$ cat src/source/tag_rx_pkg.sv
`default_nettype none

package tag_rx_pkg;

  // controller states
  typedef enum logic [1:0] {
    st_idle = 2'd0,
    st_sync = 2'd1,
    st_rx   = 2'd2,
    st_hop  = 2'd3
  } rx_state_t;

  // sample and power widths
  localparam int DATA_W = 16;
  localparam int POW_W  = 32;

  // sync burst magnitude, I only
  localparam int SYNC_AMP = 16384;

  // front panel gpio word and its fixed bit positions
  localparam int GPIO_W        = 12;
  localparam int GPIO_SYNC_BIT = 0;
  localparam int GPIO_LOAD_BIT = 2;
  localparam int GPIO_DATA_BIT = 4;
  localparam int GPIO_PHI_BIT  = 8;
  localparam int GPIO_ID_BIT   = 10;

endpackage

`default_nettype wire

$ cat src/source/rx_state_ctrl.sv
`timescale 1ns/1ps
`default_nettype none

module rx_state_ctrl import tag_rx_pkg::*; (
  input  logic      clk,
  input  logic      reset,
  input  logic      clear,
  input  logic      peak_stb,
  input  logic      window_done,
  input  logic      scan_busy,
  output rx_state_t state,
  output logic      timer_start,
  output logic      sync_mode,
  output logic      rx_mode,
  output logic      hop_start
);

  logic busy_q;

  // timer arms on the same edge the state leaves idle
  assign timer_start = (state == st_idle) & peak_stb;

  // both modes high mark the hop gap, output stage stalls then
  assign sync_mode = (state == st_sync) | (state == st_hop);
  assign rx_mode   = (state == st_rx) | (state == st_hop);

  always_ff @(posedge clk) begin
    if (clear) begin
      state     <= st_idle;
      hop_start <= 1'b0;
      busy_q    <= 1'b0;
    end else begin
      hop_start <= 1'b0;
      busy_q    <= scan_busy;
      case (state)
        st_idle: begin
          if (peak_stb) begin
            state <= st_sync;
          end
        end
        st_sync: begin
          if (window_done) begin
            state <= st_rx;
          end
        end
        st_rx: begin
          if (window_done) begin
            state     <= st_hop;
            hop_start <= 1'b1;
          end
        end
        st_hop: begin
          // wait for the falling edge of busy
          if (busy_q && !scan_busy) begin
            state <= st_idle;
          end
        end
        default: state <= st_idle;
      endcase
    end
  end

endmodule

`default_nettype wire

$ cat config.mk
export PLATFORM = sky130hd
export DESIGN_NAME = rx_state_ctrl
export DESIGN_NICKNAME = d
export VERILOG_FILES = /design/src/source/tag_rx_pkg.sv /design/src/source/rx_state_ctrl.sv
export SDC_FILE = /design/constraint.sdc
export NUM_CORES = 1
export LEC_CHECK = 0
export BUFFER_PORTS_ARGS = -buffer_cell sky130_fd_sc_hd__clkbuf_2
export CORE_AREA = 2 2 39 41
export CTS_BUF_LIST = sky130_fd_sc_hd__clkbuf_16
export DETAILED_ROUTE_END_ITERATION = 7
export DIE_AREA = 0 0 41 43
export GPL_TIMING_DRIVEN = 1
export PLACE_DENSITY_LB_ADDON = 0.3
export SYNTH_ARGS = -nofsm -noshare
export SYNTH_HDL_FRONTEND = slang
export SYNTH_SLANG_ARGS = --single-unit
$ cat constraint.sdc
create_clock -name clk -period 2.2 [get_ports clk]
set_input_delay 0.44 -clock clk [delete_from_list [all_inputs] [get_ports clk]]
set_output_delay 0.44 -clock clk [all_outputs]
set_load 0.01 [all_outputs]
==> results of run 1 <==
## synthesized netlist by cell type
library cell               instances  share of area, %
sky130_fd_sc_hd__nor2b_1           1               2.4
sky130_fd_sc_hd__nand2_1           1               1.4
sky130_fd_sc_hd__o21bai_1          1               2.9
sky130_fd_sc_hd__inv_1             3               4.3
sky130_fd_sc_hd__o21ba_1           1               3.8
sky130_fd_sc_hd__dfxtp_1           4                30
sky130_fd_sc_hd__nor2_1            1               1.4
sky130_fd_sc_hd__nand2b_1          4               9.5
sky130_fd_sc_hd__ha_1              4                19
sky130_fd_sc_hd__a221oi_4          1                10
sky130_fd_sc_hd__and2_1            1               2.4
sky130_fd_sc_hd__mux2i_1           2               7.6
sky130_fd_sc_hd__or2_2             2               4.8
## kinds of logic (layout without fill, tap and decap cells)
family                   Yosys count  count (layout)  synth area share (%)
AND/OR/NAND/NOR                   10              10                  21.9
buffers and inverters              3              16                  4.29
flip-flops                         4               4                  30.5
AO/OA/AOI/OAI                      3               3                  16.7
adder cells (fa/ha/maj)            4               4                  19.0
multiplexers                       2               2                  7.62
## area by class of cell
cell class	count	area [um^2]	area share, %
clock buffer	3	75.1	18.4
tap	16	20.0	4.91
inverter	3	11.3	2.76
timing repair buffer	10	50.0	12.3
sequential	4	80.1	19.6
multi-input combinational	19	171	42.0
## layout by cell type (no fill, tap or decap), drive strengths merged, types with 2 or more instances in the layout
| cell type | synthesis | final |
|---|---|---|
| ha | 4 | 4 |
| mux2i | 2 | 2 |
| clkbuf | 0 | 13 |
| nand2b | 4 | 4 |
| inv | 3 | 3 |
| or2 | 2 | 2 |
| dfxtp | 4 | 4 |
## metrics by stage
stage               cell area, um^2  power, mW
detailed placement              333      0.359
CTS                             408      0.647
floorplan                       263      0.288
global route                    408      0.678
finish                          408      0.637
global placement                333      0.359
## sequential cells by signal, summed over array words and instances, names as in the netlist
| signal | flops |
|---|---|
| busy_q | 1 |
| hop_start | 1 |
| state | 2 |
## layer usage
metal	routed length, um	vias to the layer above	GRT usage [%]
met5	0	-	0
met4	21	0	8.00
met3	63	2	4.71
met2	143	14	5.94
met1	254	86	9.35
li1	-	111	-
## worst max path at each step
| stage | start | end | slack, ns | cells after the start |
|---|---|---|---|---|
| after CTS | state[0]$_SDFFE_PP0P_ | rx_mode | 0.40 | 4 |
| after floorplan | state[0]$_SDFFE_PP0P_ | rx_mode | 0.74 | 3 |
| after global placement | state[0]$_SDFFE_PP0P_ | rx_mode | 0.63 | 4 |
| after detailed placement | state[0]$_SDFFE_PP0P_ | rx_mode | 0.63 | 4 |
| after global routing | state[0]$_SDFFE_PP0P_ | rx_mode | 0.32 | 4 |
| final | state[0]$_SDFFE_PP0P_ | rx_mode | 0.41 | 4 |
## where the power goes
part           total, mW  switching, mW  internal [mW]
Sequential         0.116         0.0226         0.0931
Combinational      0.239          0.118          0.122
Clock              0.282         0.0496          0.232
==> flow_metrics.py, run 1 <==
metrics = {
    "outcome": {
        "run_status": "finished clean",
    },
    "placed_design": {
        "port-buffer-count": 10,
        "pre_cts_ws_ns": 0.634,
        "post-place-cells": 52,
        "place_hpwl_um": 384,
        "finalWeightedCongestion": 0.622,
    },
    "clock_tree": {
        "root_cell_of_the_clock_tree": "sky130_fd_sc_hd__clkbuf_16",
        "post-cts-setup-buffer-count": 0,
        "tritoncts": "yes",
        "ctsLongestPathBuffers": 2,
        "cts.reportedPaths.clkPinSlew_ns": 0.03,
        "clock_latency_ns": 0.22,
        "clock-sinks": 4,
        "cts_htree_levels": 1,
        "cts.repair.resized": 0,
        "numCtsBuffers": 3,
        "cts.hold.buffers_added": 0,
    },
    "setup_path": {
        "setup_slack_of_the_most_critical_reg_to_reg_path_ns": 0.76,
        "endpoint_kind": "output pin",
        "critical-path-slowest-cell": "sky130_fd_sc_hd__dfxtp_1",
        "worstPathCellList": "inv_1, ha_1, or2_2, clkbuf_2",
        "slowest_delay_ns": 0.40,
        "cp_num_buf_inv": 2,
        "r2r.worst_path.cells": 5,
        "timing.critical_path.from_type": "flip-flop",
        "critical_path_required_ns": 1.76,
        "critPathMaxFanout": 5,
        "critical_path.reg2reg.endpoint": "state[1]$_SDFFE_PP0P_",
        "crit-reg2reg-launch": "state[0]$_SDFFE_PP0P_",
        "critical_path_class": "reg -> out",
        "worst_path_dominant_cell_family": "flip-flops",
        "cp.arrival_ns": 1.35,
    },
    "detailed_routing": {
        "route.detailed.wl_per_inst_um": 8.78,
        "routed_wirelength_um": 483,
        "drtAntennaViolNets": 0,
        "vias": 213,
        "detail_route.iter0.violations": 0,
        "via_per_inst": 3.87,
        "number_of_search_and_repair_iterations_in_the_first_detailed_routing_pass": 1,
        "drc": 0,
    },
    "sta": {
        "layout_setup_ws_ns": 0.409,
        "timing.final.crit_share_pct": 81.4,
        "timing_hold_violations_final": 0,
        "layout_min_cycle_time_ns": 1.79,
        "fmax_mhz": 558,
        "finalSetupViolCount": 0,
        "setup_repair_after_global_routing_missed_its_margin": "no",
        "skew_ns": 0.00118,
        "totalNegativeSetupSlack_ns": 0,
        "slew_headroom_pct": 82.8,
        "worst_pin_slew_ns": 0.258,
        "whs_ns": 0.442,
        "maxSlewViolCount": 0,
    },
    "worst_hold_path": {
        "min_delay_endpoint": "busy_q$_SDFF_PP0_",
        "min_from": "clear",
        "min_path_type": "in -> reg",
        "min_path_cells": 2,
    },
    "yosys": {
        "synth.cell_area_um2": 263,
        "avgSynthCellArea_um2": 10.1,
        "yosys_warnings": 0,
        "postSynthCellCount": 26,
        "yosys_register_bits": 4,
        "yosys.cell_types.count": 13,
        "ys_seq_area_share_pct": 30.5,
        "syn-num-nets": 36,
    },
    "power": {
        "vdd_ir_drop_max_v": 0.000563,
        "leakagePower_nw": 0.210,
        "p_per_area_mw_per_mm2": 1560,
    },
    "finish": {
        "area_growth_pct": 55.2,
        "antennaDiodeCount": 0,
        "num-nets-final": 51,
        "final_core_utilization_pct": 29.5,
        "fillers": 144,
        "drive_above_1_share_pct": 41.0,
        "finish.cell_count_without_fillers": 55,
    },
    "floorplan": {
        "core_area_mm2": 0.00138,
        "die-area_mm2": 0.00176,
        "die_height_um": 43,
        "dieWidth_um": 41,
        "io_pins": 12,
        "initial_utilization_pct": 19.0,
        "placementRows": 14,
    },
    "global_route": {
        "grt.overflow.total": 0,
        "grt_pass1_vias": 155,
        "antenna_found_initial": 0,
        "global_route_usage_sum_pct": 6.93,
        "wire_length_of_the_first_global_routing_pass_um": 703,
        "grt_max_degree": 7,
    },
    "job": {
        "timing.max_cap.violations": 0,
    },
}
Note: power is estimated with default switching activity, not from simulation.
==> run 2, diff against run 1 <==
- clock period: 2.2 -> 1.59 ns (I/O delays scaled with it)
==> run 2 against run 1 <==
Via count is 1.4% lower. First-iteration DRC count stayed put. Global-route usage is 0.20 points higher. Register-to-register slack worse by 0.50 ns. Power is 42% higher. Count of clock-buffer cells in the layout stayed put. Largest cell class unchanged. Sequential cell count stayed put. Clock power is 39% higher. Critical path depth stayed put. Clock skew hardly changed. Non-clock buffer count stayed put.
==> flow_metrics.py, run 2 (synthesis gave the netlist of run 1 again) <==
metrics = {
    "finish": {
        "multiInputGateArea_um2": 176,
        "registers_with_the_highest_flip_flop_counts": "state: 2 flops, busy_q: 1 flops, hop_start: 1 flops",
        "area.sequential_um2": 87.6,
        "layout_commonest_cell": "sky130_fd_sc_hd__clkbuf_2",
        "antennaDiodeCount": 0,
        "largest_register_ff_count": 2,
        "final_area_um2": 420,
        "drive_above_1_share_pct": 51.3,
        "area_growth_pct": 60.0,
        "top_register": "state",
        "num-nets-final": 51,
        "most-common-layout-cells": "10 x sky130_fd_sc_hd__clkbuf_2, 4 x sky130_fd_sc_hd__nand2b_1, 3 x sky130_fd_sc_hd__inv_1, 3 x sky130_fd_sc_hd__clkbuf_16",
        "fillers": 144,
    },
    "setup_path": {
        "critical_path.reg2reg.endpoint": "state[1]$_SDFFE_PP0P_",
        "critical_path_required_ns": 1.27,
        "critical_path_class": "reg -> out",
        "r2r.worst_path.cells": 5,
        "setup_slack_of_the_most_critical_reg_to_reg_path_ns": 0.26,
        "cp-startpoint": "state[0]$_SDFFE_PP0P_",
        "crit-reg2reg-launch": "state[0]$_SDFFE_PP0P_",
        "endpoint": "rx_mode",
        "endpoint_kind": "output pin",
        "critical-path-slowest-cell": "sky130_fd_sc_hd__dfxtp_4",
        "worstPathCellList": "inv_1, ha_2, or2_2, clkbuf_2",
        "slowest_delay_ns": 0.36,
        "critPathMaxFanout": 5,
        "timing.critical_path.from_type": "flip-flop",
        "cp.arrival_ns": 1.24,
    },
    "sta": {
        "maxSlewViolCount": 0,
        "fmax_mhz": 641,
        "worst_pin_slew_ns": 0.262,
        "timing_hold_violations_final": 0,
        "setup_repair_after_global_routing_missed_its_margin": "yes",
        "timing.final.crit_share_pct": 98.1,
        "finalSetupViolCount": 0,
        "layout_min_cycle_time_ns": 1.56,
        "totalNegativeSetupSlack_ns": 0,
        "slew_headroom_pct": 82.5,
        "skew_ns": 0.000835,
    },
    "floorplan": {
        "placementRows": 14,
        "io_pins": 12,
        "die-area_mm2": 0.00176,
        "die_height_um": 43,
        "initial_utilization_pct": 19.0,
        "core_area_mm2": 0.00138,
        "dieWidth_um": 41,
    },
    "clock_tree": {
        "ctsLongestPathBuffers": 2,
        "cts_htree_levels": 1,
        "root_cell_of_the_clock_tree": "sky130_fd_sc_hd__clkbuf_16",
        "cts.reportedPaths.clkPinSlew_ns": 0.03,
        "numCtsBuffers": 3,
        "tritoncts": "yes",
        "clock-sinks": 4,
        "clock_latency_ns": 0.22,
    },
    "detailed_routing": {
        "route.detailed.wl_per_inst_um": 9.04,
        "drtAntennaViolNets": 0,
        "drc": 0,
        "number_of_search_and_repair_iterations_in_the_first_detailed_routing_pass": 1,
        "detail_route.iter0.violations": 0,
        "routed_wirelength_um": 497,
        "via_per_inst": 3.82,
        "vias": 210,
    },
    "worst_hold_path": {
        "min_path_type": "in -> reg",
    },
    "placed_design": {
        "place_area_um2": 333,
        "place_hpwl_um": 388,
        "finalWeightedCongestion": 0.621,
        "port-buffer-count": 10,
    },
    "global_route": {
        "global_route_usage_sum_pct": 7.14,
        "grt_pass1_vias": 168,
        "grt_max_degree": 7,
        "grt.overflow.total": 0,
        "antenna_found_initial": 0,
        "wire_length_of_the_first_global_routing_pass_um": 745,
    },
    "outcome": {
        "run_status": "finished clean",
    },
    "job": {
        "timing.max_cap.violations": 0,
    },
    "power": {
        "switching_share_pct": 29.5,
        "vdd_ir_drop_max_v": 0.000840,
        "clock_power_share_pct": 43.4,
        "internal_power_uw": 636,
        "switching_power_uw": 267,
        "leakagePower_nw": 0.208,
        "sequentialPowerShare_pct": 19.4,
        "p_per_area_mw_per_mm2": 2150,
        "power.combinational.fraction_pct": 37.2,
    },
}
-- run 2: changes by cell type in the layout (fill, tap and decap cells not counted) --
cell / change
sky130_fd_sc_hd__dfxtp_1: -2
sky130_fd_sc_hd__dfxtp_4: +2
sky130_fd_sc_hd__ha_1: -2
sky130_fd_sc_hd__ha_2: +2
-- run 2: per-layer routing --
| layer | global-route usage (%) | share of wire, % | routed length, um |
|---|---|---|---|
| met5 | 0 | 0 | 0 |
| met4 | 8.00 | 3.0 | 15 |
| met3 | 4.71 | 12 | 59 |
| met2 | 6.88 | 32 | 157 |
| met1 | 9.03 | 53 | 264 |
-- run 2: worst max-delay path, delay by kind of cell (launching register included) --
kind	cells	cell delay (ns)
buf+inv	2	0.19
simple gates	1	0.27
flops	1	0.36
fa+ha+maj	1	0.20
-- run 2: layout make-up --
cell class,count,area share (%)
clock buffer,3,17.9
inverter,3,2.68
multi-input combinational,19,42.0
sequential,4,20.8
tap,16,4.76
timing repair buffer,10,11.9
-- run 2: power by group through the flow --
| stage | Combinational [mW] | Clock [mW] | Sequential (mW) |
|---|---|---|---|
| detailed placement | 0.336 | 0 | 0.162 |
| floorplan | 0.230 | 0 | 0.168 |
| global placement | 0.334 | 0 | 0.162 |
| finish | 0.336 | 0.391 | 0.175 |
| global route | 0.372 | 0.407 | 0.182 |
| CTS | 0.340 | 0.400 | 0.166 |
-- run 2: worst min-delay path by stage --
| stage | from | endpoint | cells after the start |
|---|---|---|---|
| 6_report | scan_busy | busy_q$_SDFF_PP0_ | 2 |
| 5_1_grt | clear | hop_start$_SDFF_PP0_ | 2 |
| 4_1_cts | clear | busy_q$_SDFF_PP0_ | 2 |
| 3_5_place_dp | state[1]$_SDFFE_PP0P_ | state[1]$_SDFFE_PP0P_ | 2 |
| 3_3_place_gp | state[1]$_SDFFE_PP0P_ | state[1]$_SDFFE_PP0P_ | 2 |
| 2_1_floorplan | clear | hop_start$_SDFF_PP0_ | 1 |
-- run 2: through the flow --
stage | instances | util [%] | hold slack [ns] | worst slack, ns | total power [mW]
6_report | 55 | 30.4 | 0.321 | 0.0296 | 0.902
5_1_grt | 55 | 30.4 | 0.335 | -0.0123 | 0.961
4_1_cts | 55 | 29.8 | 0.324 | 0.0174 | 0.906
3_5_place_dp | 52 | 24.1 | 0.526 | 0.151 | 0.498
3_3_place_gp | 52 | 24.1 | 0.523 | 0.139 | 0.496
2_1_floorplan | 26 | - | 0.390 | 0.200 | 0.398
-- run 2: repair_timing --
| item | CTS | global route |
|---|---|---|
| setup endpoints to repair | 2 | 2 |
| resized for setup | 3 | 3 |
| setup buffers | 0 | 0 |
| cloned | 0 | 0 |
| hold buffers | 0 | 0 |
==> run 3, diff against run 2 <==
- PLACE_DENSITY: default -> 0.39
- PLACE_DENSITY_LB_ADDON: 0.3 -> default
==> run 3 against run 2 <==
Clock power hardly changed. Global-route usage increased by 0.69 points. Utilization down 0.18 points. Die area stayed put. Maximum frequency is 0.37% higher. Highest routed layer unchanged.
==> flow_metrics.py, run 3 (synthesis gave the netlist of run 1 again) <==
metrics = {
    "worst_hold_path": {
        "min_path_cells": 3,
        "min_path_type": "in -> reg",
        "min_from": "window_done",
        "min_delay_endpoint": "hop_start$_SDFF_PP0_",
    },
    "clock_tree": {
        "clock_latency_ns": 0.22,
        "cts_htree_levels": 1,
        "numCtsBuffers": 3,
        "clock-sinks": 4,
        "tritoncts": "yes",
        "root_cell_of_the_clock_tree": "sky130_fd_sc_hd__clkbuf_16",
        "ctsLongestPathBuffers": 2,
        "cts.reportedPaths.clkPinSlew_ns": 0.03,
    },
    "detailed_routing": {
        "vias": 221,
        "routed_wirelength_um": 515,
        "route.detailed.wl_per_inst_um": 9.36,
        "via_per_inst": 4.02,
        "detail_route.iter0.violations": 0,
        "drc": 0,
        "number_of_search_and_repair_iterations_in_the_first_detailed_routing_pass": 1,
        "drtAntennaViolNets": 0,
    },
    "global_route": {
        "grt_max_degree": 7,
        "grt_pass1_vias": 217,
        "global_route_usage_sum_pct": 7.82,
        "antenna_found_initial": 0,
        "wire_length_of_the_first_global_routing_pass_um": 814,
        "grt.overflow.total": 0,
    },
    "setup_path": {
        "crit-reg2reg-launch": "state[0]$_SDFFE_PP0P_",
        "setup_slack_of_the_most_critical_reg_to_reg_path_ns": 0.25,
        "endpoint_kind": "output pin",
        "critical_path_class": "reg -> out",
        "cp.arrival_ns": 1.24,
        "timing.critical_path.from_type": "flip-flop",
        "critical_path.reg2reg.endpoint": "state[0]$_SDFFE_PP0P_",
        "critical_path_required_ns": 1.27,
        "critPathMaxFanout": 5,
        "r2r.worst_path.cells": 5,
    },
    "power": {
        "vdd_ir_drop_max_v": 0.000757,
        "power.combinational.fraction_pct": 37.2,
        "internal_power_uw": 635,
        "leakagePower_nw": 0.210,
        "switching_power_uw": 267,
        "clock_power_share_pct": 43.7,
        "p_per_area_mw_per_mm2": 2160,
        "sequentialPowerShare_pct": 19.2,
        "switching_share_pct": 29.6,
    },
    "finish": {
        "final_core_utilization_pct": 30.2,
        "final_area_um2": 418,
        "largest_register_ff_count": 2,
        "most-common-layout-cells": "10 x sky130_fd_sc_hd__clkbuf_2, 4 x sky130_fd_sc_hd__nand2b_1, 3 x sky130_fd_sc_hd__inv_1, 3 x sky130_fd_sc_hd__ha_1, 3 x sky130_fd_sc_hd__clkbuf_16",
        "antennaDiodeCount": 0,
        "num-nets-final": 51,
        "layout_commonest_cell": "sky130_fd_sc_hd__clkbuf_2",
        "area_growth_pct": 59.0,
        "fillers": 155,
        "top_register": "state",
        "registers_with_the_highest_flip_flop_counts": "state: 2 flops, busy_q: 1 flops, hop_start: 1 flops",
        "drive_above_1_share_pct": 48.7,
    },
    "sta": {
        "whs_ns": 0.313,
        "fmax_mhz": 643,
        "timing.final.crit_share_pct": 97.8,
        "slew_headroom_pct": 82.0,
        "layout_setup_ws_ns": 0.0353,
        "setup_repair_after_global_routing_missed_its_margin": "no",
        "worst_pin_slew_ns": 0.269,
        "maxSlewViolCount": 0,
        "totalNegativeSetupSlack_ns": 0,
        "finalSetupViolCount": 0,
        "layout_min_cycle_time_ns": 1.55,
        "skew_ns": 0.000970,
        "timing_hold_violations_final": 0,
    },
    "placed_design": {
        "port-buffer-count": 10,
        "place_hpwl_um": 425,
        "place_area_um2": 333,
        "finalWeightedCongestion": 0.676,
        "pre_cts_ws_ns": 0.134,
    },
    "floorplan": {
        "die-area_mm2": 0.00176,
        "placementRows": 14,
        "core_area_mm2": 0.00138,
        "initial_utilization_pct": 19.0,
        "die_height_um": 43,
        "dieWidth_um": 41,
        "io_pins": 12,
    },
    "job": {
        "timing.max_cap.violations": 0,
    },
    "outcome": {
        "run_status": "finished clean",
    },
}
## run 3: how the worst max path moves through the flow
stage | startpoint | end
2_1_floorplan | state[0]$_SDFFE_PP0P_ | state[0]$_SDFFE_PP0P_
3_3_place_gp | state[0]$_SDFFE_PP0P_ | state[0]$_SDFFE_PP0P_
3_5_place_dp | state[0]$_SDFFE_PP0P_ | state[0]$_SDFFE_PP0P_
4_1_cts | state[0]$_SDFFE_PP0P_ | rx_mode
5_1_grt | state[0]$_SDFFE_PP0P_ | sync_mode
6_report | state[0]$_SDFFE_PP0P_ | sync_mode
## run 3: layout make-up
cell class	instances	area [um^2]	area share, %
tap	16	20.0	4.79
clock buffer	3	75.1	18.0
multi-input combinational	19	174	41.6
sequential	4	87.6	21.0
timing repair buffer	10	50.0	12.0
inverter	3	11.3	2.69
## run 3: timing repair
| action | CTS | global route |
|---|---|---|
| buffers inserted | 0 | 0 |
| pin swaps | 0 | 0 |
| gates cloned | 0 | 0 |
| setup endpoints to repair | 2 | 2 |
| hold buffers | 0 | 0 |
| endpoints found under the hold margin | 0 | 0 |
| gates resized for setup | 3 | 2 |
## run 3: power groups by stage
stage	Sequential, mW	Combinational [mW]	Clock, mW
final	0.173	0.335	0.394
after global routing	0.181	0.373	0.407
after CTS	0.167	0.345	0.402
after detailed placement	0.162	0.342	0
after global placement	0.161	0.336	0
after floorplan	0.168	0.230	0
## run 3: worst max-delay path: stages (launching register included)
cell and delay [ns]:
sky130_fd_sc_hd__dfxtp_4 0.35, sky130_fd_sc_hd__ha_1 0.24, sky130_fd_sc_hd__or2_2 0.30, sky130_fd_sc_hd__clkbuf_2 0.13
## run 3: layer usage
| metal | part of all wire, % | vias to the layer above | GRT usage [%] |
|---|---|---|---|
| met2 | 52 | 10 | 11.9 |
| met1 | 37 | 99 | 6.09 |
| li1 | - | 110 | - |
| met4 | 1.6 | 0 | 8.00 |
| met3 | 8.9 | 2 | 4.71 |
| met5 | 0 | - | 0 |
## run 3: per-stage QoR
stage	power, mW	std cells
6_report	0.902	55
5_1_grt	0.961	55
3_3_place_gp	0.497	52
3_5_place_dp	0.504	52
4_1_cts	0.914	55
2_1_floorplan	0.398	26
