--- src/source/sync_timer.sv ---
`timescale 1ns/1ps
`default_nettype none

module sync_timer #(
  parameter int SYNC_LEN = 32,
  parameter int RX_LEN   = 64
) (
  input  logic        clk,
  input  logic        reset,
  input  logic        clear,
  input  logic        timer_start,
  input  logic        sample_taken,
  output logic [15:0] sample_idx,
  output logic        half_done,
  output logic        window_done
);

  logic active;

  // sample_idx is the index of the sample being taken right now
  assign half_done   = sample_idx >= 16'(SYNC_LEN / 2);
  assign window_done = active & sample_taken &
                       ((sample_idx == 16'(SYNC_LEN - 1)) ||
                        (sample_idx == 16'(SYNC_LEN + RX_LEN - 1)));

  always_ff @(posedge clk) begin
    if (clear) begin
      active     <= 1'b0;
      sample_idx <= '0;
    end else if (timer_start) begin
      active     <= 1'b1;
      sample_idx <= '0;
    end else if (active && sample_taken) begin
      if (sample_idx == 16'(SYNC_LEN + RX_LEN - 1)) begin
        active     <= 1'b0;
        sample_idx <= '0;
      end else begin
        sample_idx <= sample_idx + 1'b1;
      end
    end
  end

endmodule

`default_nettype wire

--- config.mk ---
export PLATFORM = sky130hd
export DESIGN_NAME = sync_timer
export DESIGN_NICKNAME = d
export VERILOG_FILES = /design/src/source/sync_timer.sv
export SDC_FILE = /design/constraint.sdc
export NUM_CORES = 1
export LEC_CHECK = 0
export BUFFER_PORTS_ARGS = -buffer_cell sky130_fd_sc_hd__buf_2
export CAP_MARGIN = 0
export CORE_UTILIZATION = 54
export CTS_CLUSTER_DIAMETER = 30
export DETAILED_ROUTE_END_ITERATION = 16
export PLACE_DENSITY = 0.82
export RECOVER_POWER = 50
export SYNTH_ARGS = -nofsm -noshare
export SYNTH_HDL_FRONTEND = slang
export SYNTH_SLANG_ARGS = --single-unit
export TNS_END_PERCENT = 20
--- constraint.sdc ---
create_clock -name clk -period 3.5 [get_ports clk]
set_input_delay 0 -clock clk [delete_from_list [all_inputs] [get_ports clk]]
set_output_delay 0 -clock clk [all_outputs]
set_load 0.005 [all_outputs]
==> results of run 1 <==
-- synth_stat cells (all sizes together) --
cell type	n
ha	2
nand4	4
a21oi	2
nor3	4
nor2	19
nand3	7
nand2	2
xnor2	12
buf	1
o21ai	2
o41ai	2
or3	4
dfxtp	17
inv	8
nor4	8
clkbuf	1
and3	1
mux2i	2
xor2	1
-- final cells by class --
cell class	instances	area, um^2
multi-input cells	72	474
fillers	133	464
flip-flops and latches	17	340
repair buffers	24	134
inverters	8	30.0
clock buffers	4	26.3
well taps	16	20.0
-- metal layers --
| layer | global-route usage, % | wire length, um |
|---|---|---|
| met1 | 30.2 | 819 |
| met2 | 31.6 | 863 |
| met3 | 3.91 | 92 |
| met4 | 15.5 | 44 |
| met5 | 0 | 0 |
-- per-stage QoR --
step	area [um^2]	utilization (%)	cells	hold WS [ns]	worst slack, ns
5_1_grt	1020	68.8	141	0.178	1.32
3_3_place_gp	970	65.1	134	0.191	1.53
2_1_floorplan	860	-	99	0.0691	1.92
6_report	1020	68.8	141	0.140	1.35
4_1_cts	1030	68.9	141	0.141	1.40
3_5_place_dp	970	65.1	134	0.198	1.54
-- power breakdown --
group	internal (uW)	switching, uW
logic	6.94	7.20
clock network	44.5	61.2
registers	195	1.52
-- critical path: stages, from the launching register on --
cell and delay (ns):
sky130_fd_sc_hd__dfxtp_1 0.36, sky130_fd_sc_hd__nor4_1 0.42, sky130_fd_sc_hd__nand3_2 0.18, sky130_fd_sc_hd__o41ai_1 0.41
sky130_fd_sc_hd__a21oi_1 0.11, sky130_fd_sc_hd__dlygate4sd3_1 0.56
-- final timing paths --
kind	depth (start not counted)	endpoint	slack [ns]	startpoint
max	5	active$_SDFFE_PP0P_	1.35	sample_idx[12]$_SDFFE_PP0P_
min	4	sample_idx[0]$_SDFFE_PP0P_	0.14	sample_taken
min reg2reg	2	sample_idx[15]$_SDFFE_PP0P_	0.52	sample_idx[15]$_SDFFE_PP0P_
max reg2reg	5	active$_SDFFE_PP0P_	1.35	sample_idx[12]$_SDFFE_PP0P_
-- sequential cells by signal, indices dropped and copies added (netlist names) --
signal      flops
active          1
sample_idx     16
-- cell families after synthesis --
group	share of synthesized area [%]
and+or+nand+nor	30.1
DFF	39.6
xor gates and xnor gates	13.2
buffers and inverters	5.24
AOI/OAI and AO/OA	6.55
muxes	2.33
adders and majority gates	2.91
-- cell usage in the layout (no fill, tap or decap), types with 4 or more instances in the layout --
master,n
sky130_fd_sc_hd__xnor2_1,12
sky130_fd_sc_hd__buf_2,20
sky130_fd_sc_hd__nor2_1,19
sky130_fd_sc_hd__nor3_1,4
sky130_fd_sc_hd__nor4_1,7
sky130_fd_sc_hd__nand3_1,6
sky130_fd_sc_hd__inv_1,8
sky130_fd_sc_hd__dfxtp_1,17
==> impl_metrics.prom, run 1 <==
# TYPE chip_impl_metric gauge
chip_impl_metric{name="synthesis.nets",unit=""} 106
chip_impl_metric{name="syn_inst",unit=""} 99
chip_impl_info{name="clock_tree_from_tritoncts",value="done"} 1
chip_impl_info{name="most_area_hungry_cell_type_in_the_yosys_netlist",value="sky130_fd_sc_hd__dfxtp_1"} 1
chip_impl_metric{name="max_freq",unit="MHz"} 465
chip_impl_metric{name="timing.final.crit_period",unit="ns"} 2.15
chip_impl_info{name="path_class",value="flop to flop"} 1
chip_impl_info{name="start_kind",value="flop"} 1
chip_impl_metric{name="skew_pair_late_insertion_delay",unit="ns"} 0.29
chip_impl_metric{name="period_share",unit="%"} 61.4
chip_impl_metric{name="clock_sink_count",unit=""} 17
chip_impl_metric{name="drt_iter0_drc",unit=""} 15
chip_impl_metric{name="cts_hold_buffers",unit=""} 3
chip_impl_metric{name="post-dp-hpwl",unit="mm"} 1.20
chip_impl_metric{name="final_net_count",unit=""} 133
chip_impl_metric{name="least_margin_pin_slew",unit="ns"} 0.764
chip_impl_metric{name="synth_largest_type_area_fraction",unit="%"} 39.6
chip_impl_metric{name="worst_ep_arrival_time",unit="ns"} 2.34
chip_impl_info{name="run_status",value="finished clean"} 1
chip_impl_metric{name="detailedRoute.firstPassIterationCount",unit=""} 4
chip_impl_metric{name="detail_route.wirelength",unit="mm"} 1.82
chip_impl_metric{name="final_antenna_net_count",unit=""} 0
chip_impl_metric{name="initial_utilization",unit="%"} 57.7
chip_impl_metric{name="irDropWorstVdd",unit="mV"} 0.246
chip_impl_metric{name="cts_max_path_buffers",unit=""} 2
chip_impl_metric{name="boundaryPins",unit=""} 23
chip_impl_metric{name="h-tree-depth",unit=""} 1
chip_impl_metric{name="postCtsResizedCells",unit=""} 0
chip_impl_info{name="sort_of_element_at_the_end_of_the_critical_path",value="flop"} 1
chip_impl_metric{name="antenna_cells",unit=""} 0
chip_impl_metric{name="number_of_distinct_library_cells_after_synthesis",unit=""} 24
chip_impl_info{name="min_path_type",value="input port to flop"} 1
chip_impl_metric{name="final-setup-viol-count",unit=""} 0
chip_impl_metric{name="core_area",unit="um^2"} 1490
chip_impl_metric{name="drc_errors",unit=""} 0
chip_impl_metric{name="areaGrowthSynthToFinish",unit="%"} 19.2
chip_impl_metric{name="cts-buffers-inserted",unit=""} 3
chip_impl_metric{name="clk_transition_reported_paths",unit="ns"} 0.09
chip_impl_metric{name="cellPowerDensity",unit="nW/um^2"} 308
chip_impl_metric{name="required",unit="ns"} 3.69
chip_impl_metric{name="synthesis.area",unit="um^2"} 860
chip_impl_metric{name="final.setup.tns",unit="ns"} 0
chip_impl_metric{name="grt_antenna_before_repair",unit=""} 0
chip_impl_metric{name="die_x",unit="um"} 41.9
chip_impl_info{name="rsz0062_at_grt",value="no"} 1
chip_impl_metric{name="floorplan.die_area",unit="um^2"} 1760
chip_impl_metric{name="routedWlPerCell",unit="um"} 12.9
chip_impl_metric{name="timing.slew.headroom",unit="%"} 48.9
chip_impl_info{name="cts_root_buf",value="sky130_fd_sc_hd__clkbuf_4"} 1
chip_impl_metric{name="fp.dieH",unit="um"} 41.9
chip_impl_metric{name="final_layout_size_suffix_gt1_share",unit="%"} 22.4
chip_impl_metric{name="global_route_wire_length_before_repair",unit="mm"} 2.93
chip_impl_metric{name="fraction_of_the_yosys_area_taken_by_sequential_cells",unit="%"} 39.6
chip_impl_metric{name="grt_pass1_vias",unit=""} 661
chip_impl_metric{name="row_count",unit=""} 14
chip_impl_metric{name="post-cts-setup-buffer-count",unit=""} 0
chip_impl_metric{name="total_power",unit="uW"} 316
chip_impl_metric{name="critical_path_peak_fanout",unit=""} 5
chip_impl_metric{name="avgViaCountPerCell",unit=""} 5.71
chip_impl_metric{name="timing.clock.skew",unit="ns"} 0.000893
chip_impl_metric{name="synth.avg_cell_area",unit="um^2"} 8.68
chip_impl_metric{name="placement.io_buffers",unit=""} 21
chip_impl_info{name="netlist_top_cells_area",value="sky130_fd_sc_hd__dfxtp_1 40%, sky130_fd_sc_hd__xnor2_1 12%, sky130_fd_sc_hd__nor2_1 8.3%, sky130_fd_sc_hd__nor4_1 5.1%, sky130_fd_sc_hd__nand3_1 3.5%"} 1
chip_impl_metric{name="overall_routing_resource_usage",unit="%"} 22.2
chip_impl_metric{name="ff_latch_count_synth",unit=""} 17
chip_impl_metric{name="grt_remaining_overflow",unit=""} 0
chip_impl_metric{name="cap_violations",unit=""} 0
chip_impl_metric{name="timing_hold_violations_final",unit=""} 0
chip_impl_metric{name="grt_max_degree",unit=""} 15
chip_impl_metric{name="dr_total_vias",unit=""} 805
chip_impl_metric{name="leakagePower",unit="uW"} 0.000386
chip_impl_metric{name="timing.final.max_slew_violations",unit=""} 0
chip_impl_metric{name="synthesis.yosys.warnings",unit=""} 0
chip_impl_metric{name="place.gp.congestion",unit=""} 0.800
No activity file was read; power rests on OpenSTA's default activity.
==> inputs of run 2 (changes only) <==
CORE_UTILIZATION = 45   (was 54)
PLACE_DENSITY = 0.73   (was 0.82)
clock period = 1.9 ns   (was 3.5 ns; I/O delays follow)
==> run 2 against run 1 <==
  * Design area grew 3.8%
  * Via count decreased by 3.0%
  * Register-to-register slack got worse by 1.1 ns
  * Die area grew 19%
==> impl_metrics.prom, run 2 (synthesized netlist as in run 1, its figures left out) <==
# TYPE chip_impl_metric gauge
chip_impl_metric{name="timing.final.max_slew_violations",unit=""} 0
chip_impl_metric{name="h-tree-depth",unit=""} 1
chip_impl_metric{name="grt_pass1_vias",unit=""} 688
chip_impl_info{name="max_flop_register",value="sample_idx"} 1
chip_impl_metric{name="skew_pair_late_insertion_delay",unit="ns"} 0.30
chip_impl_metric{name="critical_path_peak_fanout",unit=""} 5
chip_impl_metric{name="preCtsSetupSlack",unit="ns"} 0.160
chip_impl_info{name="sort_of_element_at_the_end_of_the_critical_path",value="output pin"} 1
chip_impl_info{name="cts_root_buf",value="sky130_fd_sc_hd__clkbuf_4"} 1
chip_impl_metric{name="final_net_count",unit=""} 137
chip_impl_metric{name="timing.slew.headroom",unit="%"} 70.7
chip_impl_metric{name="post-cts-setup-buffer-count",unit=""} 0
chip_impl_metric{name="drc_errors",unit=""} 0
chip_impl_metric{name="boundaryPins",unit=""} 23
chip_impl_info{name="min_path_type",value="input port to flop"} 1
chip_impl_metric{name="worst_ep_arrival_time",unit="ns"} 1.78
chip_impl_info{name="final_common_cell",value="sky130_fd_sc_hd__nor2_1"} 1
chip_impl_metric{name="placement.io_buffers",unit=""} 21
chip_impl_metric{name="cts_max_path_buffers",unit=""} 2
chip_impl_metric{name="least_margin_pin_slew",unit="ns"} 0.436
chip_impl_metric{name="timing.final.crit_period",unit="ns"} 1.78
chip_impl_metric{name="total_power",unit="uW"} 591
chip_impl_metric{name="timing_hold_violations_final",unit=""} 0
chip_impl_info{name="largest_registers",value="sample_idx x16, active x1"} 1
chip_impl_metric{name="overall_routing_resource_usage",unit="%"} 21.2
chip_impl_metric{name="timing.clock.skew",unit="ns"} 0.00566
chip_impl_metric{name="row_count",unit=""} 15
chip_impl_metric{name="antenna_cells",unit=""} 0
chip_impl_metric{name="final_antenna_net_count",unit=""} 0
chip_impl_metric{name="floorplan.die_area",unit="um^2"} 2090
chip_impl_metric{name="cap_violations",unit=""} 0
chip_impl_metric{name="grt_max_degree",unit=""} 13
chip_impl_metric{name="fp.dieH",unit="um"} 45.7
chip_impl_metric{name="hold-path-cell-count",unit=""} 4
chip_impl_info{name="layout_common_cells",value="19 x sky130_fd_sc_hd__nor2_1, 17 x sky130_fd_sc_hd__dfxtp_1, 15 x sky130_fd_sc_hd__buf_2"} 1
chip_impl_metric{name="largest_register_ffs",unit=""} 16
chip_impl_metric{name="detailedRoute.firstPassIterationCount",unit=""} 4
chip_impl_info{name="run_status",value="finished clean"} 1
chip_impl_metric{name="grt_remaining_overflow",unit=""} 0
chip_impl_metric{name="max_freq",unit="MHz"} 562
chip_impl_metric{name="detail_route.wirelength",unit="mm"} 1.91
chip_impl_metric{name="initial_utilization",unit="%"} 48.7
chip_impl_metric{name="required",unit="ns"} 1.90
chip_impl_metric{name="cellPowerDensity",unit="nW/um^2"} 556
chip_impl_metric{name="post-dp-hpwl",unit="mm"} 1.40
chip_impl_metric{name="routedWlPerCell",unit="um"} 12.4
chip_impl_metric{name="avgViaCountPerCell",unit=""} 5.07
chip_impl_info{name="start_kind",value="flop"} 1
chip_impl_metric{name="cts-buffers-inserted",unit=""} 3
chip_impl_metric{name="clock_sink_count",unit=""} 17
chip_impl_metric{name="final-setup-viol-count",unit=""} 0
chip_impl_metric{name="leakagePower",unit="uW"} 0.000382
chip_impl_metric{name="areaGrowthSynthToFinish",unit="%"} 23.7
chip_impl_metric{name="final.setup.tns",unit="ns"} 0
chip_impl_metric{name="drt_iter0_drc",unit=""} 22
chip_impl_metric{name="holdWs",unit="ns"} 0.114
chip_impl_metric{name="core_area",unit="um^2"} 1760
chip_impl_info{name="path_class",value="flop to output pin"} 1
chip_impl_metric{name="finalWorstSetupSlack",unit="ns"} 0.121
chip_impl_metric{name="clk_transition_reported_paths",unit="ns"} 0.10
chip_impl_metric{name="place.gp.congestion",unit=""} 0.803
chip_impl_metric{name="global_route_wire_length_before_repair",unit="mm"} 3.11
chip_impl_metric{name="period_share",unit="%"} 93.6
chip_impl_info{name="rsz0062_at_grt",value="no"} 1
chip_impl_metric{name="final_layout_size_suffix_gt1_share",unit="%"} 22.5
chip_impl_metric{name="dr_total_vias",unit=""} 781
chip_impl_metric{name="irDropWorstVdd",unit="mV"} 0.348
chip_impl_metric{name="grt_antenna_before_repair",unit=""} 0
chip_impl_metric{name="die_x",unit="um"} 45.7
chip_impl_info{name="clock_tree_from_tritoncts",value="done"} 1
chip_impl_metric{name="reg2reg_depth",unit=""} 5
run 2: cell types whose count changed in the layout (fill, tap and decap cells not counted), sizes merged:
cell	before	now
dlygate4sd3	3	2
clkbuf	5	10
run 2: metrics by stage:
stage          std cells  utilization, %  cell area [um^2]
2_1_floorplan         99               -               860
4_1_cts              154            60.4              1060
6_report             154            60.3              1060
5_1_grt              154            60.3              1060
3_3_place_gp         148            57.7              1020
3_5_place_dp         148            57.7              1020
run 2: layout make-up:
type                       count  area, um^2
multi-input combinational     72         480
inverter                       8        30.0
timing repair buffer          28         155
sequential                    17         340
clock buffer                   4        26.3
fill                         177         701
tap                           25        31.3
run 2: path summary, 6_finish.rpt:
kind                                                   from                          end  slack [ns]
worst max register to register  sample_idx[12]$_SDFFE_PP0P_   sample_idx[9]$_SDFFE_PP0P_        0.25
worst min register to register  sample_idx[15]$_SDFFE_PP0P_  sample_idx[15]$_SDFFE_PP0P_        0.53
worst max-delay path            sample_idx[12]$_SDFFE_PP0P_                    half_done        0.12
worst min-delay path                           sample_taken   sample_idx[0]$_SDFFE_PP0P_        0.11
run 2: power breakdown:
group	internal, uW	total [uW]	switching, uW
sequential	358	361	2.80
clock	81.9	203	121
combinational	13.7	27.3	13.6
total	454	591	137
run 2: worst max-delay path, cell delays in order (launching register included):
cell,delay [ns]
sky130_fd_sc_hd__dfxtp_1,0.37
sky130_fd_sc_hd__nor4_2,0.36
sky130_fd_sc_hd__nand3_2,0.18
sky130_fd_sc_hd__or3_2,0.43
sky130_fd_sc_hd__buf_2,0.14
run 2: what timing repair did:
item                                   in CTS  in global routing
setup endpoints to repair                   0                  1
gates resized for setup                     0                  1
endpoints found under the hold margin       2                  0
hold buffers                                2                  0
run 2: routing by layer:
layer | vias to the layer above | routed length (um) | track usage, %
met1 | 358 | 904 | 27.4
met2 | 18 | 889 | 34.0
met3 | 5 | 77 | 3.57
met4 | 0 | 36 | 10.6
li1 | 400 | - | -
met5 | - | 0 | 0
==> inputs of run 3 (changes only) <==
REMOVE_ABC_BUFFERS = 1   (was default)
==> run 3 against run 2 <==
  * Clock power down 5%
  * Highest routed layer unchanged
  * Critical path type unchanged
  * Global-route usage shrank 2.4 points
  * Final cell count unchanged
==> impl_metrics.prom, run 3 (synthesized netlist as in run 1, its figures left out) <==
# TYPE chip_impl_metric gauge
chip_impl_metric{name="required",unit="ns"} 1.90
chip_impl_metric{name="period_share",unit="%"} 93.6
chip_impl_metric{name="grt_remaining_overflow",unit=""} 0
chip_impl_metric{name="antenna_cells",unit=""} 0
chip_impl_info{name="final_common_cell",value="sky130_fd_sc_hd__nor2_1"} 1
chip_impl_metric{name="final-setup-viol-count",unit=""} 0
chip_impl_metric{name="final_layout_size_suffix_gt1_share",unit="%"} 21.7
chip_impl_metric{name="overall_routing_resource_usage",unit="%"} 18.9
chip_impl_info{name="hold_path_startpoint",value="sample_taken"} 1
chip_impl_metric{name="num-fill-cells",unit=""} 187
chip_impl_info{name="whs_endpoint",value="sample_idx[0]$_SDFFE_PP0P_"} 1
chip_impl_metric{name="final_net_count",unit=""} 137
chip_impl_metric{name="timing.final.max_slew_violations",unit=""} 0
chip_impl_metric{name="grt_antenna_before_repair",unit=""} 0
chip_impl_metric{name="areaGrowthSynthToFinish",unit="%"} 23.0
chip_impl_metric{name="irDropWorstVdd",unit="mV"} 0.370
chip_impl_metric{name="floorplan.die_area",unit="um^2"} 2090
chip_impl_info{name="clock_tree_from_tritoncts",value="done"} 1
chip_impl_info{name="path_class",value="flop to output pin"} 1
chip_impl_info{name="cts_root_buf",value="sky130_fd_sc_hd__clkbuf_4"} 1
chip_impl_metric{name="worst_ep_arrival_time",unit="ns"} 1.78
chip_impl_metric{name="largest_register_ffs",unit=""} 16
chip_impl_metric{name="p_int",unit="uW"} 450
chip_impl_metric{name="swShare",unit="%"} 22.4
chip_impl_metric{name="final.setup.tns",unit="ns"} 0
chip_impl_metric{name="fp.dieH",unit="um"} 45.7
chip_impl_metric{name="dr_total_vias",unit=""} 809
chip_impl_metric{name="boundaryPins",unit=""} 23
chip_impl_metric{name="grt_max_degree",unit=""} 11
chip_impl_metric{name="skew_pair_late_insertion_delay",unit="ns"} 0.29
chip_impl_metric{name="grt_pass1_vias",unit=""} 689
chip_impl_metric{name="avgViaCountPerCell",unit=""} 5.25
chip_impl_metric{name="r2r_slack",unit="ns"} 0.25
chip_impl_metric{name="global_route_wire_length_before_repair",unit="mm"} 2.79
chip_impl_info{name="crit-reg2reg-launch",value="sample_idx[2]$_SDFFE_PP0P_"} 1
chip_impl_metric{name="row_count",unit=""} 15
chip_impl_metric{name="core_area",unit="um^2"} 1760
chip_impl_info{name="r2r_end",value="sample_idx[15]$_SDFFE_PP0P_"} 1
chip_impl_metric{name="timing.final.crit_period",unit="ns"} 1.78
chip_impl_metric{name="place.gp.congestion",unit=""} 0.784
chip_impl_metric{name="clock_sink_count",unit=""} 17
chip_impl_info{name="min_path_type",value="input port to flop"} 1
chip_impl_metric{name="routedWlPerCell",unit="um"} 11.2
chip_impl_metric{name="hold-path-cell-count",unit=""} 4
chip_impl_metric{name="placement.io_buffers",unit=""} 21
chip_impl_metric{name="timing.slew.headroom",unit="%"} 69.9
chip_impl_metric{name="timing_hold_violations_final",unit=""} 0
chip_impl_metric{name="detail_route.wirelength",unit="mm"} 1.73
chip_impl_metric{name="drc_errors",unit=""} 0
chip_impl_metric{name="initial_utilization",unit="%"} 48.7
chip_impl_metric{name="least_margin_pin_slew",unit="ns"} 0.448
chip_impl_info{name="max_flop_register",value="sample_idx"} 1
chip_impl_metric{name="clk_transition_reported_paths",unit="ns"} 0.10
chip_impl_metric{name="detailedRoute.firstPassIterationCount",unit=""} 4
chip_impl_info{name="sort_of_element_at_the_end_of_the_critical_path",value="output pin"} 1
chip_impl_metric{name="switching_power",unit="uW"} 130
chip_impl_metric{name="critical_path_peak_fanout",unit=""} 5
chip_impl_metric{name="cts_hold_buffers",unit=""} 2
chip_impl_metric{name="seq_power_share",unit="%"} 62.2
chip_impl_metric{name="postLayoutCoreUtil",unit="%"} 59.9
chip_impl_metric{name="clock_power_share",unit="%"} 33.2
chip_impl_metric{name="cellPowerDensity",unit="nW/um^2"} 549
chip_impl_info{name="layout_common_cells",value="19 x sky130_fd_sc_hd__nor2_1, 17 x sky130_fd_sc_hd__dfxtp_1, 14 x sky130_fd_sc_hd__buf_2"} 1
chip_impl_metric{name="die_x",unit="um"} 45.7
chip_impl_metric{name="timing.clock.skew",unit="ns"} 0.00423
chip_impl_metric{name="postCtsResizedCells",unit=""} 0
chip_impl_metric{name="cts_max_path_buffers",unit=""} 2
chip_impl_metric{name="post-cts-setup-buffer-count",unit=""} 0
chip_impl_metric{name="cap_violations",unit=""} 0
chip_impl_metric{name="max_freq",unit="MHz"} 563
chip_impl_info{name="largest_registers",value="sample_idx x16, active x1"} 1
chip_impl_metric{name="power.combinational.fraction",unit="%"} 4.6
chip_impl_info{name="start_kind",value="flop"} 1
chip_impl_info{name="run_status",value="finished clean"} 1
chip_impl_info{name="rsz0062_at_grt",value="no"} 1
chip_impl_metric{name="cts-buffers-inserted",unit=""} 3
chip_impl_metric{name="h-tree-depth",unit=""} 1
chip_impl_metric{name="drt_iter0_drc",unit=""} 27
chip_impl_metric{name="leakagePower",unit="uW"} 0.000379
chip_impl_metric{name="reg2reg_depth",unit=""} 4
chip_impl_metric{name="final_antenna_net_count",unit=""} 0
chip_impl_metric{name="post-dp-hpwl",unit="mm"} 1.33
run 3: metal layers:
layer	vias up	global-route usage [%]	routed length (um)
li1	401	-	-
met1	388	23.3	793
met2	18	30.6	869
met3	2	4.76	51
met4	0	8.82	15
met5	-	0	0
run 3: worst max-delay path by stage:
stage                                      startpoint                          end  slack, ns  depth (start not counted)
after floorplan            sample_idx[2]$_SDFFE_PP0P_  sample_idx[15]$_SDFFE_PP0P_       0.21                          4
after detailed placement  sample_idx[12]$_SDFFE_PP0P_   sample_idx[9]$_SDFFE_PP0P_       0.26                          5
after global placement    sample_idx[12]$_SDFFE_PP0P_   sample_idx[7]$_SDFFE_PP0P_       0.26                          5
after CTS                 sample_idx[12]$_SDFFE_PP0P_                    half_done       0.11                          4
final                     sample_idx[12]$_SDFFE_PP0P_                    half_done       0.12                          4
after global routing      sample_idx[12]$_SDFFE_PP0P_                    half_done       0.03                          4
run 3: per-stage QoR:
| step | total power, uW | instances | instance area (um^2) | setup WS (ns) | hold slack [ns] |
|---|---|---|---|---|---|
| CTS | 589 | 154 | 1070 | 0.109 | 0.114 |
| global placement | 392 | 148 | 1020 | 0.260 | 0.184 |
| floorplan | 381 | 97 | 845 | 0.211 | 0.0691 |
| finish | 580 | 154 | 1060 | 0.122 | 0.112 |
| global route | 617 | 154 | 1060 | 0.0295 | 0.123 |
| detailed placement | 393 | 148 | 1020 | 0.256 | 0.191 |
run 3: power groups by stage:
stage | combinational [uW] | clock (uW) | sequential, uW
finish | 26.4 | 193 | 361
global route | 28.9 | 226 | 362
CTS | 26.6 | 201 | 361
detailed placement | 23.5 | 0 | 369
global placement | 22.9 | 0 | 369
floorplan | 12.2 | 0 | 369
run 3: cell type report:
class	count	area [um^2]	share of cell area, %
Clock buffer	3	22.5	2.13
Clock inverter	1	5.00	0.473
Inverter	8	30.0	2.84
Multi-Input combinational cell	72	474	44.9
Sequential cell	17	340	32.2
Tap cell	25	31.3	2.96
Timing Repair Buffer	28	154	14.6
run 3: critical path: stages, from the launching register on:
cell and delay [ns]:
sky130_fd_sc_hd__dfxtp_1 0.37, sky130_fd_sc_hd__nor4_1 0.37, sky130_fd_sc_hd__nand3_2 0.17, sky130_fd_sc_hd__or3_2 0.44
sky130_fd_sc_hd__buf_2 0.14
